<file path="config.mk">
export PLATFORM = sky130hd
export DESIGN_NAME = ipu_dispatch
export DESIGN_NICKNAME = d
export VERILOG_FILES = /design/src/hdl/ipu_pkg.sv /design/src/hdl/ipu_dispatch.sv
export SDC_FILE = /design/constraint.sdc
export NUM_CORES = 1
export LEC_CHECK = 0
export BUFFER_PORTS_ARGS = -buffer_cell sky130_fd_sc_hd__buf_4
export CAP_MARGIN = 15
export CORE_AREA = 3 3 40 42
export CTS_CLUSTER_DIAMETER = 150
export DETAILED_ROUTE_END_ITERATION = 10
export DIE_AREA = 0 0 43 45
export PLACE_DENSITY = 0.34
export SLEW_MARGIN = 20
export SYNTH_ARGS = -nofsm -noshare
export SYNTH_HDL_FRONTEND = slang
export SYNTH_SLANG_ARGS = --single-unit
</file>
<file path="constraint.sdc">
create_clock -name clk -period 1.2 [get_ports clk]
set_input_delay 0.18 -clock clk [delete_from_list [all_inputs] [get_ports clk]]
set_output_delay 0.18 -clock clk [all_outputs]
set_load 0.01 [all_outputs]
</file>
<file path="src/hdl/ipu_pkg.sv">
// interpolation unit shared definitions
package ipu_pkg;

    localparam int NUM_LANES = 4;
    localparam int NW_BITS   = 3;
    localparam int NR_BITS   = 5;
    localparam int SEQ_BITS  = 4;

    localparam int ISSUE_CREDITS = 8;  // stays below 2**SEQ_BITS so live tags are unique
    localparam int WB_CREDITS    = 2;
    localparam int FLIGHT_BITS   = $clog2(ISSUE_CREDITS + 1);
    localparam int WB_CNT_BITS   = $clog2(WB_CREDITS + 1);

    localparam int LAT_IMADD = 3;
    localparam int LAT_LERP  = 2;

    localparam int OP_BITS = 2;
    localparam logic [OP_BITS-1:0] OP_MUL_LO = 2'd0;
    localparam logic [OP_BITS-1:0] OP_MUL_HI = 2'd1;
    localparam logic [OP_BITS-1:0] OP_LERP   = 2'd2;

    typedef logic [NUM_LANES-1:0][31:0] lane_data_t;

    typedef struct packed {
        logic [SEQ_BITS-1:0]  seq;
        logic [NW_BITS-1:0]   wid;
        logic [NUM_LANES-1:0] tmask;
        logic [NR_BITS-1:0]   rd;
        logic                 wb;
        lane_data_t           data;
    } imadd_res_t;

    // same fields as the multiply-add result with one spare flag
    typedef struct packed {
        logic [SEQ_BITS-1:0]  seq;
        logic [NW_BITS-1:0]   wid;
        logic [NUM_LANES-1:0] tmask;
        logic [NR_BITS-1:0]   rd;
        logic                 wb;
        logic                 sat_ign;  // saturation is not applied yet
        lane_data_t           data;
    } lerp_res_t;

endpackage
</file>
<file path="src/hdl/ipu_dispatch.sv">
// request dispatch and tagging
module ipu_dispatch (
    input  logic                         clk,
    input  logic                         arst_n,
    input  logic                         in_valid,
    input  logic [ipu_pkg::OP_BITS-1:0]  in_op,
    input  logic                         credit_ret,
    output logic                         imadd_valid,
    output logic                         imadd_hi,
    output logic                         lerp_valid,
    output logic [ipu_pkg::SEQ_BITS-1:0] seq
);

    logic [ipu_pkg::FLIGHT_BITS-1:0] inflight;
    logic                            is_mul;

    assign is_mul      = (in_op == ipu_pkg::OP_MUL_LO) || (in_op == ipu_pkg::OP_MUL_HI);
    assign imadd_valid = in_valid && is_mul;
    assign imadd_hi    = (in_op == ipu_pkg::OP_MUL_HI);
    assign lerp_valid  = in_valid && (in_op == ipu_pkg::OP_LERP);

    // every request is accepted because credits keep the units from ever stalling
    always_ff @(posedge clk or negedge arst_n) begin
        if (!arst_n) begin
            seq <= '0;
        end else if (in_valid) begin
            seq <= seq + 1'b1;
        end
    end

    always_ff @(posedge clk or negedge arst_n) begin
        if (!arst_n) begin
            inflight <= '0;
        end else begin
            case ({in_valid, credit_ret})
                2'b10:   inflight <= inflight + 1'b1;
                2'b01:   inflight <= inflight - 1'b1;
                default: inflight <= inflight;  // accept and return cancel out
            endcase
        end
    end

    // the issuer must not run ahead of the credits it was given
    a_inflight_bound: assert property (
        @(posedge clk) disable iff (!arst_n) int'(inflight) <= ipu_pkg::ISSUE_CREDITS
    );

    a_known_op: assert property (
        @(posedge clk) disable iff (!arst_n)
        in_valid |-> (is_mul || in_op == ipu_pkg::OP_LERP)
    );

endmodule

</file>
# Yosys cells after proc, flatten, opt, wreduce, memory -nomap -nowiden
# Cells that the tools add are included.
dict set report totals {
  wordCells 8
  output_inout_bits 7
  reg_bits 4
}
dict set report op_classes {
  eq_ne 2
  add_sub_neg 1
  n_reduce_logical 4
}
# cell count
set ops {}
lappend ops {{adder 4 x 1 -> 4 bit, second input constant} 1}
lappend ops {{== test 2 x 1 -> 1 bit, second input constant} 1}
lappend ops {{== test 2 bit, second input constant} 1}
lappend ops {{logical AND 1 bit} 2}
lappend ops {{zero test 2 bit} 1}
lappend ops {{logical OR 1 bit} 1}

# Depth between registers and ports, before layout
dict set report logic_depth {
  depth_word 3
  depth_mapped 3
  mapped_depth_nobuf 3
}

# Worst setup path after synthesis
# No wires, ideal clock.
dict set report synth_path {
  path_type {register to register}
  from {reg seq[0] (netlist name)}
  to {reg seq[1] (netlist name)}
  n_path_buf 0
  path_slack_ns 0.110
  stages_incl_launch_ff 3
  setup_time_ns 0.125
  arrival_ns 0.965
  path_cell_list {dfrtp_1 > ha_1 > mux2_2}
}
dict set report synth_via {
  elab_chain_cells 1
}
# element line_no
set synth_lines {}
lappend synth_lines {{start: declaration} ipu_dispatch.sv:11} ;# output logic [ipu_pkg::SEQ_BITS-1:0] seq
lappend synth_lines {{start signal: assignment} ipu_dispatch.sv:27} ;# seq <= seq + 1'b1;
lappend synth_lines {{adder 4 x 1 -> 4 bit} ipu_dispatch.sv:27}
# No other way between the ends.
# A chain may end at the register's enable or synchronous reset.

# Worst setup path in the final report
# Same ends and word-level chain as after synthesis.

==> key figures <==
Run status
  – Status: finished, final reports clean

Critical path
  – Critical Path RT: 1.32 ns
  – Reg-to-reg startpoint: seq[0]
  – Worst-path maximum fanout: 4
  – CP Launch Point: seq[0]
  – Critical path data arrival time: 1.19 ns
  – CP startpoint kind: register
  – R2R depth: 2
  – CP Capture Type: register
  – Crit path kind: reg -> reg

Floorplan
  – Die height: 45 um
  – Die extent in x: 43 um
  – Initial Utilization: 14.0%
  – Die area: 0.00194 mm2
  – Site Rows: 13
  – IO Pins: 13
  – Total core area: 0.00128 mm2

Layout
  – Reg with most FFs: seq
  – Diode count: 0
  – Fillcell total: 143
  – Synth-to-Final Area Change: 74.3%
  – Final Net Count: 39
  – Flip-flop count of the largest register after layout: 4
  – Top Registers: seq x4
  – Final core occ: 24.4%
  – Layout cell share with drive strength beyond 1: 50.0%
  – Register Area: 100 um2
  – Multi-input gate area: 80.1 um2

Power
  – Cell Int Power: 0.000491 W
  – VDD IR max: 1.12 mV
  – Power density cells: 2300 mW/mm2
  – Net switching power: 0.000231 W
  – Comb power frac: 38.5%
  – Net Sw Frac: 32.0%
  – Overall power: 0.000722 W
  – LEAKAGE: 0.151 nW
  – Clock share of power: 23.0%
  – Register share of total power: 38.5%

Min path
  – Hold path cells: 2
  – HP Class: in -> reg
  – Beginning of the worst hold path: in_valid

Global route
  – First-pass GRT wire length: 607 um
  – Vias in the first global route: 148
  – Initial antenna violation count: 0
  – Gr usage total: 5.18%
  – Largest net degree at the start of global routing: 7
  – Gr ovfl total: 0

Yosys
  – Synth warnings: 0
  – Area share of the largest cell type after synthesis: 55.6%
  – Syn Inst Count: 15
  – Area contributors post-synth: dfrtp_1 56%, xnor2_1 9.7%, ha_1 6.9%
  – Syn avg cell area: 12.0 um2
  – FF+latch count, synth: 4
  – Seq/Total Area, Yosys: 55.6%
  – Synthesized Nets: 22
  – Post-synth top area cell: dfrtp_1
  – Post-Syn Area: 180 um2
  – Post-synthesis cell type count: 9

Route
  – Vias: 164
  – WL/cell: 9.11 um
  – Via density per instance: 3.64
  – DRC: 0
  – DRT Pass-1 Iters: 2
  – DRT Wirelength: 410 um
  – Drt first-iter violations: 1
  – Antenna Violating Nets Remaining: 0

Timing
  – Worst-case clock skew: 0.00294 ns
  – Actual slew at the worst max-slew pin: 0.151 ns
  – Final Hold Fails: 0
  – Peak Freq: 931 MHz
  – Worst slew margin: 90.0%
  – Setup-failing EPs final: 0
  – Fin Setup TNS: 0 ns
  – Fin worst setup slack: 0.126 ns
  – Min Tclk post-route: 1.07 ns
  – Slew Limit Fails: 0
  – Final worst-path cycle share: 89.5%
  – Unrepaired setup endpoints after global routing: no

Clock network
  – Worst-skew pair later-pin latency: 0.24 ns
  – Sink Count: 4
  – CTS HTree Levels: 1
  – Clock Tree Root: clkbuf_4
  – Post_cts resized: 0
  – Post-CTS Setup Repair Bufs: 0
  – Clock transition at the registers of the reported paths: 0.03 ns
  – CTS Hold Bufs: 1
  – Clk buf depth: 2
  – CTS buffer count: 3
  – CTS tree: yes

Place
  – Gpl congestion: 0.734
  – Port Buffer Count: 11
  – Setup WS pre-CTS: 0.126 ns

Flow run
  – Max_cap viols: 0
[per-stage QoR]
step	hold WS, ns	area, um2	cells
after global placement	-0.0212	282	41
after floorplan	-0.116	180	15
after CTS	0.167	314	45
after global routing	0.167	314	45
after detailed placement	-0.0187	282	41
final	0.169	314	45
[power groups by stage]
stage / Sequential [W] / Combinational [W] / Clock [W]
after floorplan: 0.000303 / 0.000105 / 0
after global placement: 0.000278 / 0.000284 / 0
final: 0.000278 / 0.000278 / 0.000166
after CTS: 0.000279 / 0.000284 / 0.000174
after global routing: 0.000289 / 0.000302 / 0.000191
after detailed placement: 0.000280 / 0.000279 / 0
[critical path, cell delays in order (launching register included)]
cell,delay (ns)
dfrtp_1,0.41
ha_1,0.29
mux2_2,0.25
[routing by layer]
metal	GRT usage (%)	share of wire, %
met1	5.11	42
met2	5.69	42
met3	7.57	16
met4	1.81	0
met5	0	0
[final timing paths]
| path | end | slack, ns |
|---|---|---|
| worst min-delay path | seq[0] | 0.17 |
| worst max register to register | seq[1] | 0.13 |
| max in group asynchronous | seq[0] | 0.82 |
| min in group asynchronous | seq[2] | 0.28 |
| worst min register to register | seq[3] | 0.47 |
| worst max-delay path | seq[1] | 0.13 |
[layout make-up]
cell class                      count  share of cell area, %
Timing Repair Buffer               12                   29.5
Sequential cell                     4                   31.9
Tap cell                           15                   5.98
Clock buffer                        3                   7.17
Multi-Input combinational cell     11                   25.5
[synthesized netlist by cell type, drive strengths merged]
master  number
nand4        1
ha           1
nand2        2
mux2         1
xor2         1
nor2         1
xnor2        2
dfrtp        4
nor2b        2
[layout by cell type, fill, tap and decap left out, drive strengths merged]
| cell type | instances |
|---|---|
| buf | 11 |
| dfrtp | 4 |
| clkbuf | 3 |
| nor2b | 2 |
| nand2 | 2 |
| xnor2 | 2 |
| nor2 | 1 |
| mux2 | 1 |
| xor2 | 1 |
| nand4 | 1 |
| ha | 1 |
| dlygate4sd3 | 1 |
[cell families (layout without fill, tap and decap cells)]
family	after synthesis	count (layout)	synth area share, %
xor+xnor	3	3	14.6
fa+ha+maj	1	1	6.94
buf+inv	0	15	0
flops	4	4	55.6
mux	1	1	6.25
simple gates	6	6	16.7
No activity file was read; power rests on OpenSTA's default activity.
