==> src/hdl/ipu_pkg.sv <==
// interpolation unit shared definitions
package ipu_pkg;

    localparam int NUM_LANES = 4;
    localparam int NW_BITS   = 3;
    localparam int NR_BITS   = 5;
    localparam int SEQ_BITS  = 4;

    localparam int ISSUE_CREDITS = 8;  // stays below 2**SEQ_BITS so live tags are unique
    localparam int WB_CREDITS    = 2;
    localparam int FLIGHT_BITS   = $clog2(ISSUE_CREDITS + 1);
    localparam int WB_CNT_BITS   = $clog2(WB_CREDITS + 1);

    localparam int LAT_IMADD = 3;
    localparam int LAT_LERP  = 2;

    localparam int OP_BITS = 2;
    localparam logic [OP_BITS-1:0] OP_MUL_LO = 2'd0;
    localparam logic [OP_BITS-1:0] OP_MUL_HI = 2'd1;
    localparam logic [OP_BITS-1:0] OP_LERP   = 2'd2;

    typedef logic [NUM_LANES-1:0][31:0] lane_data_t;

    typedef struct packed {
        logic [SEQ_BITS-1:0]  seq;
        logic [NW_BITS-1:0]   wid;
        logic [NUM_LANES-1:0] tmask;
        logic [NR_BITS-1:0]   rd;
        logic                 wb;
        lane_data_t           data;
    } imadd_res_t;

    // same fields as the multiply-add result with one spare flag
    typedef struct packed {
        logic [SEQ_BITS-1:0]  seq;
        logic [NW_BITS-1:0]   wid;
        logic [NUM_LANES-1:0] tmask;
        logic [NR_BITS-1:0]   rd;
        logic                 wb;
        logic                 sat_ign;  // saturation is not applied yet
        lane_data_t           data;
    } lerp_res_t;

endpackage
==> src/hdl/ipu_commit.sv <==
// in-order commit stage
module ipu_commit (
    input  logic                          clk,
    input  logic                          arst_n,
    input  logic                          imadd_res_valid,
    input  ipu_pkg::imadd_res_t           imadd_res,
    input  logic                          lerp_res_valid,
    input  ipu_pkg::lerp_res_t            lerp_res,
    input  logic                          wb_credit,
    output logic                          out_valid,
    output logic [ipu_pkg::NW_BITS-1:0]   out_wid,
    output logic [ipu_pkg::NUM_LANES-1:0] out_tmask,
    output logic [ipu_pkg::NR_BITS-1:0]   out_rd,
    output logic                          out_wb,
    output ipu_pkg::lane_data_t           out_data,
    output logic                          issue_credit
);

    ipu_pkg::imadd_res_t m_head;
    ipu_pkg::lerp_res_t  l_head;

    logic m_empty, l_empty;
    logic m_hit, l_hit, pop_m, pop_l;
    logic have_credit;

    logic [ipu_pkg::SEQ_BITS-1:0]    exp_seq;
    logic [ipu_pkg::WB_CNT_BITS-1:0] wb_cnt;

    ipu_fifo #(.T(ipu_pkg::imadd_res_t), .DEPTH(ipu_pkg::ISSUE_CREDITS)) u_imadd_fifo (
        .clk       (clk),
        .arst_n    (arst_n),
        .push      (imadd_res_valid),
        .push_data (imadd_res),
        .pop       (pop_m),
        .head      (m_head),
        .empty     (m_empty),
        .full      ()
    );

    ipu_fifo #(.T(ipu_pkg::lerp_res_t), .DEPTH(ipu_pkg::ISSUE_CREDITS)) u_lerp_fifo (
        .clk       (clk),
        .arst_n    (arst_n),
        .push      (lerp_res_valid),
        .push_data (lerp_res),
        .pop       (pop_l),
        .head      (l_head),
        .empty     (l_empty),
        .full      ()
    );

    assign have_credit = (wb_cnt != '0);
    assign m_hit       = !m_empty && (m_head.seq == exp_seq);
    assign l_hit       = !l_empty && (l_head.seq == exp_seq);
    assign pop_m       = m_hit && have_credit;
    assign pop_l       = l_hit && have_credit && !m_hit;

    assign out_valid    = pop_m || pop_l;
    assign issue_credit = out_valid;  // one slot frees up per retired result
    assign out_wid      = pop_m ? m_head.wid   : l_head.wid;
    assign out_tmask    = pop_m ? m_head.tmask : l_head.tmask;
    assign out_rd       = pop_m ? m_head.rd    : l_head.rd;
    assign out_wb       = pop_m ? m_head.wb    : l_head.wb;
    assign out_data     = pop_m ? m_head.data  : l_head.data;

    always_ff @(posedge clk or negedge arst_n) begin
        if (!arst_n) begin
            exp_seq <= '0;
            wb_cnt  <= ipu_pkg::WB_CNT_BITS'(ipu_pkg::WB_CREDITS);
        end else begin
            if (out_valid) begin
                exp_seq <= exp_seq + 1'b1;
            end
            case ({wb_credit, out_valid})
                2'b10:   wb_cnt <= wb_cnt + 1'b1;
                2'b01:   wb_cnt <= wb_cnt - 1'b1;
                default: wb_cnt <= wb_cnt;
            endcase
        end
    end

    // dispatch hands out each tag once within the credit window
    a_unique_heads: assert property (
        @(posedge clk) disable iff (!arst_n)
        !(!m_empty && !l_empty && m_head.seq == l_head.seq)
    );

endmodule

==> src/hdl/ipu_fifo.sv <==
// result FIFO
module ipu_fifo #(
    parameter type T     = logic,
    parameter int  DEPTH = 8
) (
    input  logic clk,
    input  logic arst_n,
    input  logic push,
    input  T     push_data,
    input  logic pop,
    output T     head,
    output logic empty,
    output logic full
);

    T mem [DEPTH];

    logic [$clog2(DEPTH)-1:0]   wr_ptr;
    logic [$clog2(DEPTH)-1:0]   rd_ptr;
    logic [$clog2(DEPTH+1)-1:0] cnt;

    always_ff @(posedge clk) begin
        if (push) begin
            mem[wr_ptr] <= push_data;
        end
    end

    always_ff @(posedge clk or negedge arst_n) begin
        if (!arst_n) begin
            wr_ptr <= '0;
            rd_ptr <= '0;
            cnt    <= '0;
        end else begin
            if (push) begin
                wr_ptr <= (int'(wr_ptr) == DEPTH - 1) ? '0 : wr_ptr + 1'b1;
            end
            if (pop) begin
                rd_ptr <= (int'(rd_ptr) == DEPTH - 1) ? '0 : rd_ptr + 1'b1;
            end
            case ({push, pop})
                2'b10:   cnt <= cnt + 1'b1;
                2'b01:   cnt <= cnt - 1'b1;
                default: cnt <= cnt;
            endcase
        end
    end

    assign head  = mem[rd_ptr];  // valid the cycle after the push
    assign empty = (cnt == '0);
    assign full  = (int'(cnt) == DEPTH);

    a_no_overflow: assert property (@(posedge clk) disable iff (!arst_n) push |-> !full);
    a_no_underflow: assert property (@(posedge clk) disable iff (!arst_n) pop |-> !empty);

endmodule

==> config.mk <==
export PLATFORM = sky130hd
export DESIGN_NAME = ipu_commit
export DESIGN_NICKNAME = d
export VERILOG_FILES = /design/src/hdl/ipu_pkg.sv /design/src/hdl/ipu_commit.sv /design/src/hdl/ipu_fifo.sv
export SDC_FILE = /design/constraint.sdc
export NUM_CORES = 2
export LEC_CHECK = 0
export ABC_CLOCK_PERIOD_IN_PS = 10200
export BUFFER_PORTS_ARGS = -buffer_cell sky130_fd_sc_hd__buf_4
export CORE_MARGIN = 10
export CORE_UTILIZATION = 55
export DETAILED_ROUTE_END_ITERATION = 8
export PLACE_DENSITY = 0.76
export SLEW_MARGIN = 20
export SYNTH_ARGS = -nofsm -noshare
export SYNTH_HDL_FRONTEND = slang
export SYNTH_SLANG_ARGS = --single-unit
==> constraint.sdc <==
create_clock -name clk -period 10.2 [get_ports clk]
set_input_delay 0 -clock clk [delete_from_list [all_inputs] [get_ports clk]]
set_output_delay 0 -clock clk [all_outputs]
set_load 0.01 [all_outputs]
# Word-level counts from Yosys, hierarchy flattened
# Memories as Yosys holds them, arrays and structs flattened.
# Index checks and enable logic that the tools add are counted.
# totals
mem_count,2
inputBits,296
elab_cells,64
regBits,26
ramBits,2328
# memory_table
name,words,word_bits,read_ports,rd_clocked_by_memory_dff,write_ports,line,text
u_lerp_fifo.mem,8,146,1,0,1,ipu_fifo.sv:16,T mem [DEPTH];
u_imadd_fifo.mem,8,145,1,0,1,ipu_fifo.sv:16,
# classes
muxes,16
n_eq_ne,12
n_reduce_logical,15
addsub,11
# op_table
operator,n
$mux 128,1
$pmux 4 s2,2
$mux 3,5
$add 3x1->3 const B,4
$add 4x1->4 const B,3
$eq 3x1->1 const B,4
$eq 4x4->1,2
$logic_not 4->1,2
$reduce_bool 2->1,4
$sub 4x1->4 const B,2
$eq 2x1->1 const B,3
$eq 2x2->1 const B,3
$logic_and 1x1->1,5
$mux 1,5
$mux 5,1
$mux 4,1
$pmux 2 s2,1
$logic_not 1->1,3
$add 2x1->2 const B,1
$sub 2x1->2 const B,1
$logic_or 1x1->1,1

# Logic depth before layout (Yosys ltp)
# logic_depth
word_depth,8
depth_mapped,18
mapped_depth_nobuf,13

# Cells and area by module
# From an unflattened synthesis, not the netlist that was laid out.
# hier_totals
hier_cells,3675
area_unflattened_um2,91544.0
# by_module_without_submodules
module,area_each_um2,cells_per_inst,instances
ipu_fifo (u_lerp_fifo),44913.1,1744,1
ipu_fifo (u_imadd_fifo),44475.2,1734,1
ipu_commit,2155.8,197,1

# Worst setup path after synthesis
# OpenSTA, ideal clock, no wires.
# synth_timing
path_kind,reg-to-reg
start,reg u_lerp_fifo.wr_ptr[0]
end,mem u_lerp_fifo.mem[0][0] (netlist bit) (enable)
setup_ns,0.827
path_stages_with_launch,3
slack_ns,-0.997
required_ns,9.373
t_arrival_ns,10.370
cell_sequence,dfrtp_1 > nand2b_1 > nor3_1
# synth_lines
item,line,text
"start, declared",ipu_fifo.sv:18,logic [$clog2(DEPTH)-1:0] wr_ptr;
"start signal, assigned",ipu_fifo.sv:35,wr_ptr <= (int'(wr_ptr) == DEPTH - 1) ? '0 : wr_ptr + 1'b1;
"end, declared",ipu_fifo.sv:16,
# No word-level cell before the write port.

==> flow_metrics.env <==
export IMPL_run_status="complete, but fails checks"
export IMPL_violations="max-slew violations"
export IMPL_p_seq_share_pct=43.5
export IMPL_cap_viol_max_count=0
export IMPL_r2r_slack_ns=4.82
export IMPL_period_needed_ns=6.443
export IMPL_combPwrFrac_pct=29.2
export IMPL_numCtsBuffers=222
export IMPL_dp_hpwl_mm=108.6
export IMPL_yosysTopAreaCellShare_pct=77.87
export IMPL_vias=44969
export IMPL_viasPerCell=6.134
export IMPL_drive_gt1_share_pct=27.53
export IMPL_async_flop_share_pct=1.108
export IMPL_ys_seq_elements=2346
export IMPL_synth_nets=4168
export IMPL_slew_violations=27
export IMPL_p_leak_uw=0.03480
export IMPL_slew_headroom_pct=-4.999
export IMPL_path_cells="buf_4, mux4_2, mux2i_1, xor2_1, nand4_1, or2_1, clkinv_8, buf_4, a211oi_1, a21oi_1, buf_4"
export IMPL_yosysMostFrequentCell="edfxtp_1"
export IMPL_cts_hold_buf=586
export IMPL_syn_area_um2=89460
export IMPL_synth_cell_types=39
export IMPL_critPathMostFrequentCell="buf_4"
export IMPL_layout_nets=5282
export IMPL_routedWlPerCell_um=29.43
export IMPL_tns_ns=0
export IMPL_internal_power_uw=20130
export IMPL_cts_repair_resize_count=0
export IMPL_synthTopCellsByCount="2320 x edfxtp_1, 574 x mux4_2, 166 x mux2i_1"
export IMPL_clk_pin_slew_ns=0.06
export IMPL_start_util_pct=55.53
export IMPL_synth_area_leader_cell="edfxtp_1"
export IMPL_ir_worst_vdd_mv=0.2310
export IMPL_avgSynthCellArea_um2=23.21
export IMPL_grt_usage_pct=23.92
export IMPL_cp_max_fo=154
export IMPL_routed_wl_mm=215.7
export IMPL_hp_class="input pin to flop"
export IMPL_cp_slowest_cell="dfrtp_4"
export IMPL_max_stage_delay_ns=0.99
export IMPL_clock_latency_ns=0.85
export IMPL_netlist_instances=3855
export IMPL_hold_end="u_lerp_fifo.wr_ptr[1]$_DFFE_PN0P_"
export IMPL_arrival_ns=6.44
export IMPL_worst_slack_ns=3.757
export IMPL_crit_family="buffers and inverters"
export IMPL_start_kind="flop"
export IMPL_power_density_nw_per_um2=265.1
export IMPL_firstDrtPassIters=6
export IMPL_setup_viol=0
export IMPL_clock_fmax_mhz=155.2
export IMPL_reg2reg_from="u_imadd_fifo.rd_ptr[1]$_DFFE_PN0N_"
export IMPL_grt_pass1_vias=47391
export IMPL_drcViolationCount=0
export IMPL_synth_area_leaders="edfxtp_1 78%, mux4_2 14%, mux2i_1 1.9%"
export IMPL_gp_congestion=0.7313
export IMPL_cts_tree="yes"
export IMPL_grt_max_degree=155
export IMPL_pwr_share_clk_pct=27.4
export IMPL_clock_sinks=2346
export IMPL_yosys_warnings=0
export IMPL_fin_skew_ns=0.03161
export IMPL_yosys_most_used_dff="edfxtp_1"
export IMPL_port_buffers=437
export IMPL_rsz0062_at_grt="false"
export IMPL_power_switching_uw=8566
export IMPL_fp_dieW_um=423.3
export IMPL_fin_crit_sh_pct=63.17
export IMPL_critPathRequiredTime_ns=10.20
export IMPL_design_die_area_um2=179200
export IMPL_antenna_found_initial=29
export IMPL_path_buf_inv=4
export IMPL_grt_ovfl_total=0
export IMPL_grt_pass1_wl_mm=318.4
export IMPL_r2r_end="u_imadd_fifo.cnt[2]$_DFFE_PN0P_"
export IMPL_drt_iter0_markers=4808
export IMPL_cts_root_buf="clkbuf_16"
export IMPL_ys_seq_area_share_pct=78.60
export IMPL_clockBufferDepth=3
export IMPL_coreArea_um2=161100
export IMPL_total_power_uw=28690
export IMPL_end_kind="primary output"
export IMPL_max_slew_worst_pin_slew_ns=1.575
export IMPL_die_h_um=423.3
export IMPL_syn_to_final_growth_pct=21.00
export IMPL_pre_cts_slack_ns=4.491
export IMPL_finalHoldViolCount=0
export IMPL_htreeDepth=4
export IMPL_rows=147
export IMPL_cts_setup_buffers=0
export IMPL_switching_share_pct=29.85
export IMPL_synth_edf_count=2320
export IMPL_holdCritStartpoint="lerp_res_valid"
export IMPL_worstSetupPathType="flop to primary output"
export IMPL_whs_path_depth=3
export IMPL_antenna_left=0
export IMPL_io_pin_count=439
export IMPL_worstRegToRegCells=14
worst max path at each step:
stage,slack (ns),end,depth (start not counted),from
floorplan,2.89,u_imadd_fifo.mem[4][0]$_DFFE_PP_,2,u_imadd_fifo.wr_ptr[0]$_DFFE_PN0P_
global placement,4.42,out_data[4],11,u_imadd_fifo.rd_ptr[1]$_DFFE_PN0N_
detailed placement,4.49,out_data[4],11,u_imadd_fifo.rd_ptr[0]$_DFFE_PN0N_
CTS,3.53,out_data[4],11,u_imadd_fifo.rd_ptr[1]$_DFFE_PN0N_
global route,3.40,out_tmask[0],11,u_imadd_fifo.rd_ptr[1]$_DFFE_PN0N_
finish,3.76,out_data[4],11,u_imadd_fifo.rd_ptr[1]$_DFFE_PN0N_
final cells by class:
type | count | area (um2)
inverter | 10 | 50.05
multi-input combinational | 1288 | 18270
timing repair buffer | 1101 | 9930
clock buffer | 283 | 5806
sequential | 2346 | 70340
fill | 9851 | 52860
clock inverter | 116 | 1090
tap | 2160 | 2703
antenna | 27 | 67.56
state kept, by name, summed over array words and instances (netlist names):
register	flops
u_lerp_fifo.wr_ptr	3
exp_seq	4
wb_cnt	2
u_imadd_fifo.rd_ptr	3
u_lerp_fifo.rd_ptr	3
u_imadd_fifo.cnt	4
u_imadd_fifo.mem	1160
u_lerp_fifo.mem	1160
u_imadd_fifo.wr_ptr	3
u_lerp_fifo.cnt	4
kinds of logic after synthesis:
logic type	synth area share (%)
AO/OA/AOI/OAI	2.063
XOR/XNOR	0.2056
adder cells (fa/ha/maj)	0.2461
buffers and inverters	1.130
flip-flops	78.60
multiplexers	16.42
AND/OR/NAND/NOR	1.334
placed cells by master, fill, tap and decap left out, drive strengths merged, types with 27 or more instances in the layout:
cell type    netlist  final
a211oi           141    141
edfxtp          2320   2320
diode              0     27
a21oi            145    145
nor2b            141    141
buf               85    516
mux4             574    574
clkbuf           126    283
mux2i            166    166
dlygate4sd3        0    585
clkinv             0     94
metrics by stage:
step                instances  hold slack (ns)  area (um2)  utilization (%)
finish                   7331          0.04449      108300            67.19
global route             7323          0.01870      108200            67.18
CTS                      7301         0.002337      108100            67.09
detailed placement       6316         -0.05544       95330            59.17
global placement         6315         -0.05044       95300            59.15
floorplan                3855          -0.2956       89480                -
worst reg2reg max path, delay by kind of cell, from the launching register on:
family	cells	cell delay (ns)
DFF	1	0.99
AOI/OAI and AO/OA	1	0.14
muxes	2	0.63
xor gates and xnor gates	4	0.58
adders and majority gates	2	0.81
and+or+nand+nor	3	0.59
buffers and inverters	2	1.54
per-layer routing:
metal	global-route usage, %	routed length [um]	vias up
li1	-	-	18670
met1	31.01	82570	24000
met2	41.07	112600	1917
met3	4.114	13740	376
met4	8.367	6718	6
met5	0	39	-
power groups by stage:
stage	Sequential [uW]	Clock, uW	Combinational (uW)
finish	12500	7850	8370
global route	12600	8340	8930
floorplan	12600	0	5280
detailed placement	12700	0	8100
global placement	12600	0	8020
CTS	12500	7960	8350
Power figures use the tool's default switching activity.
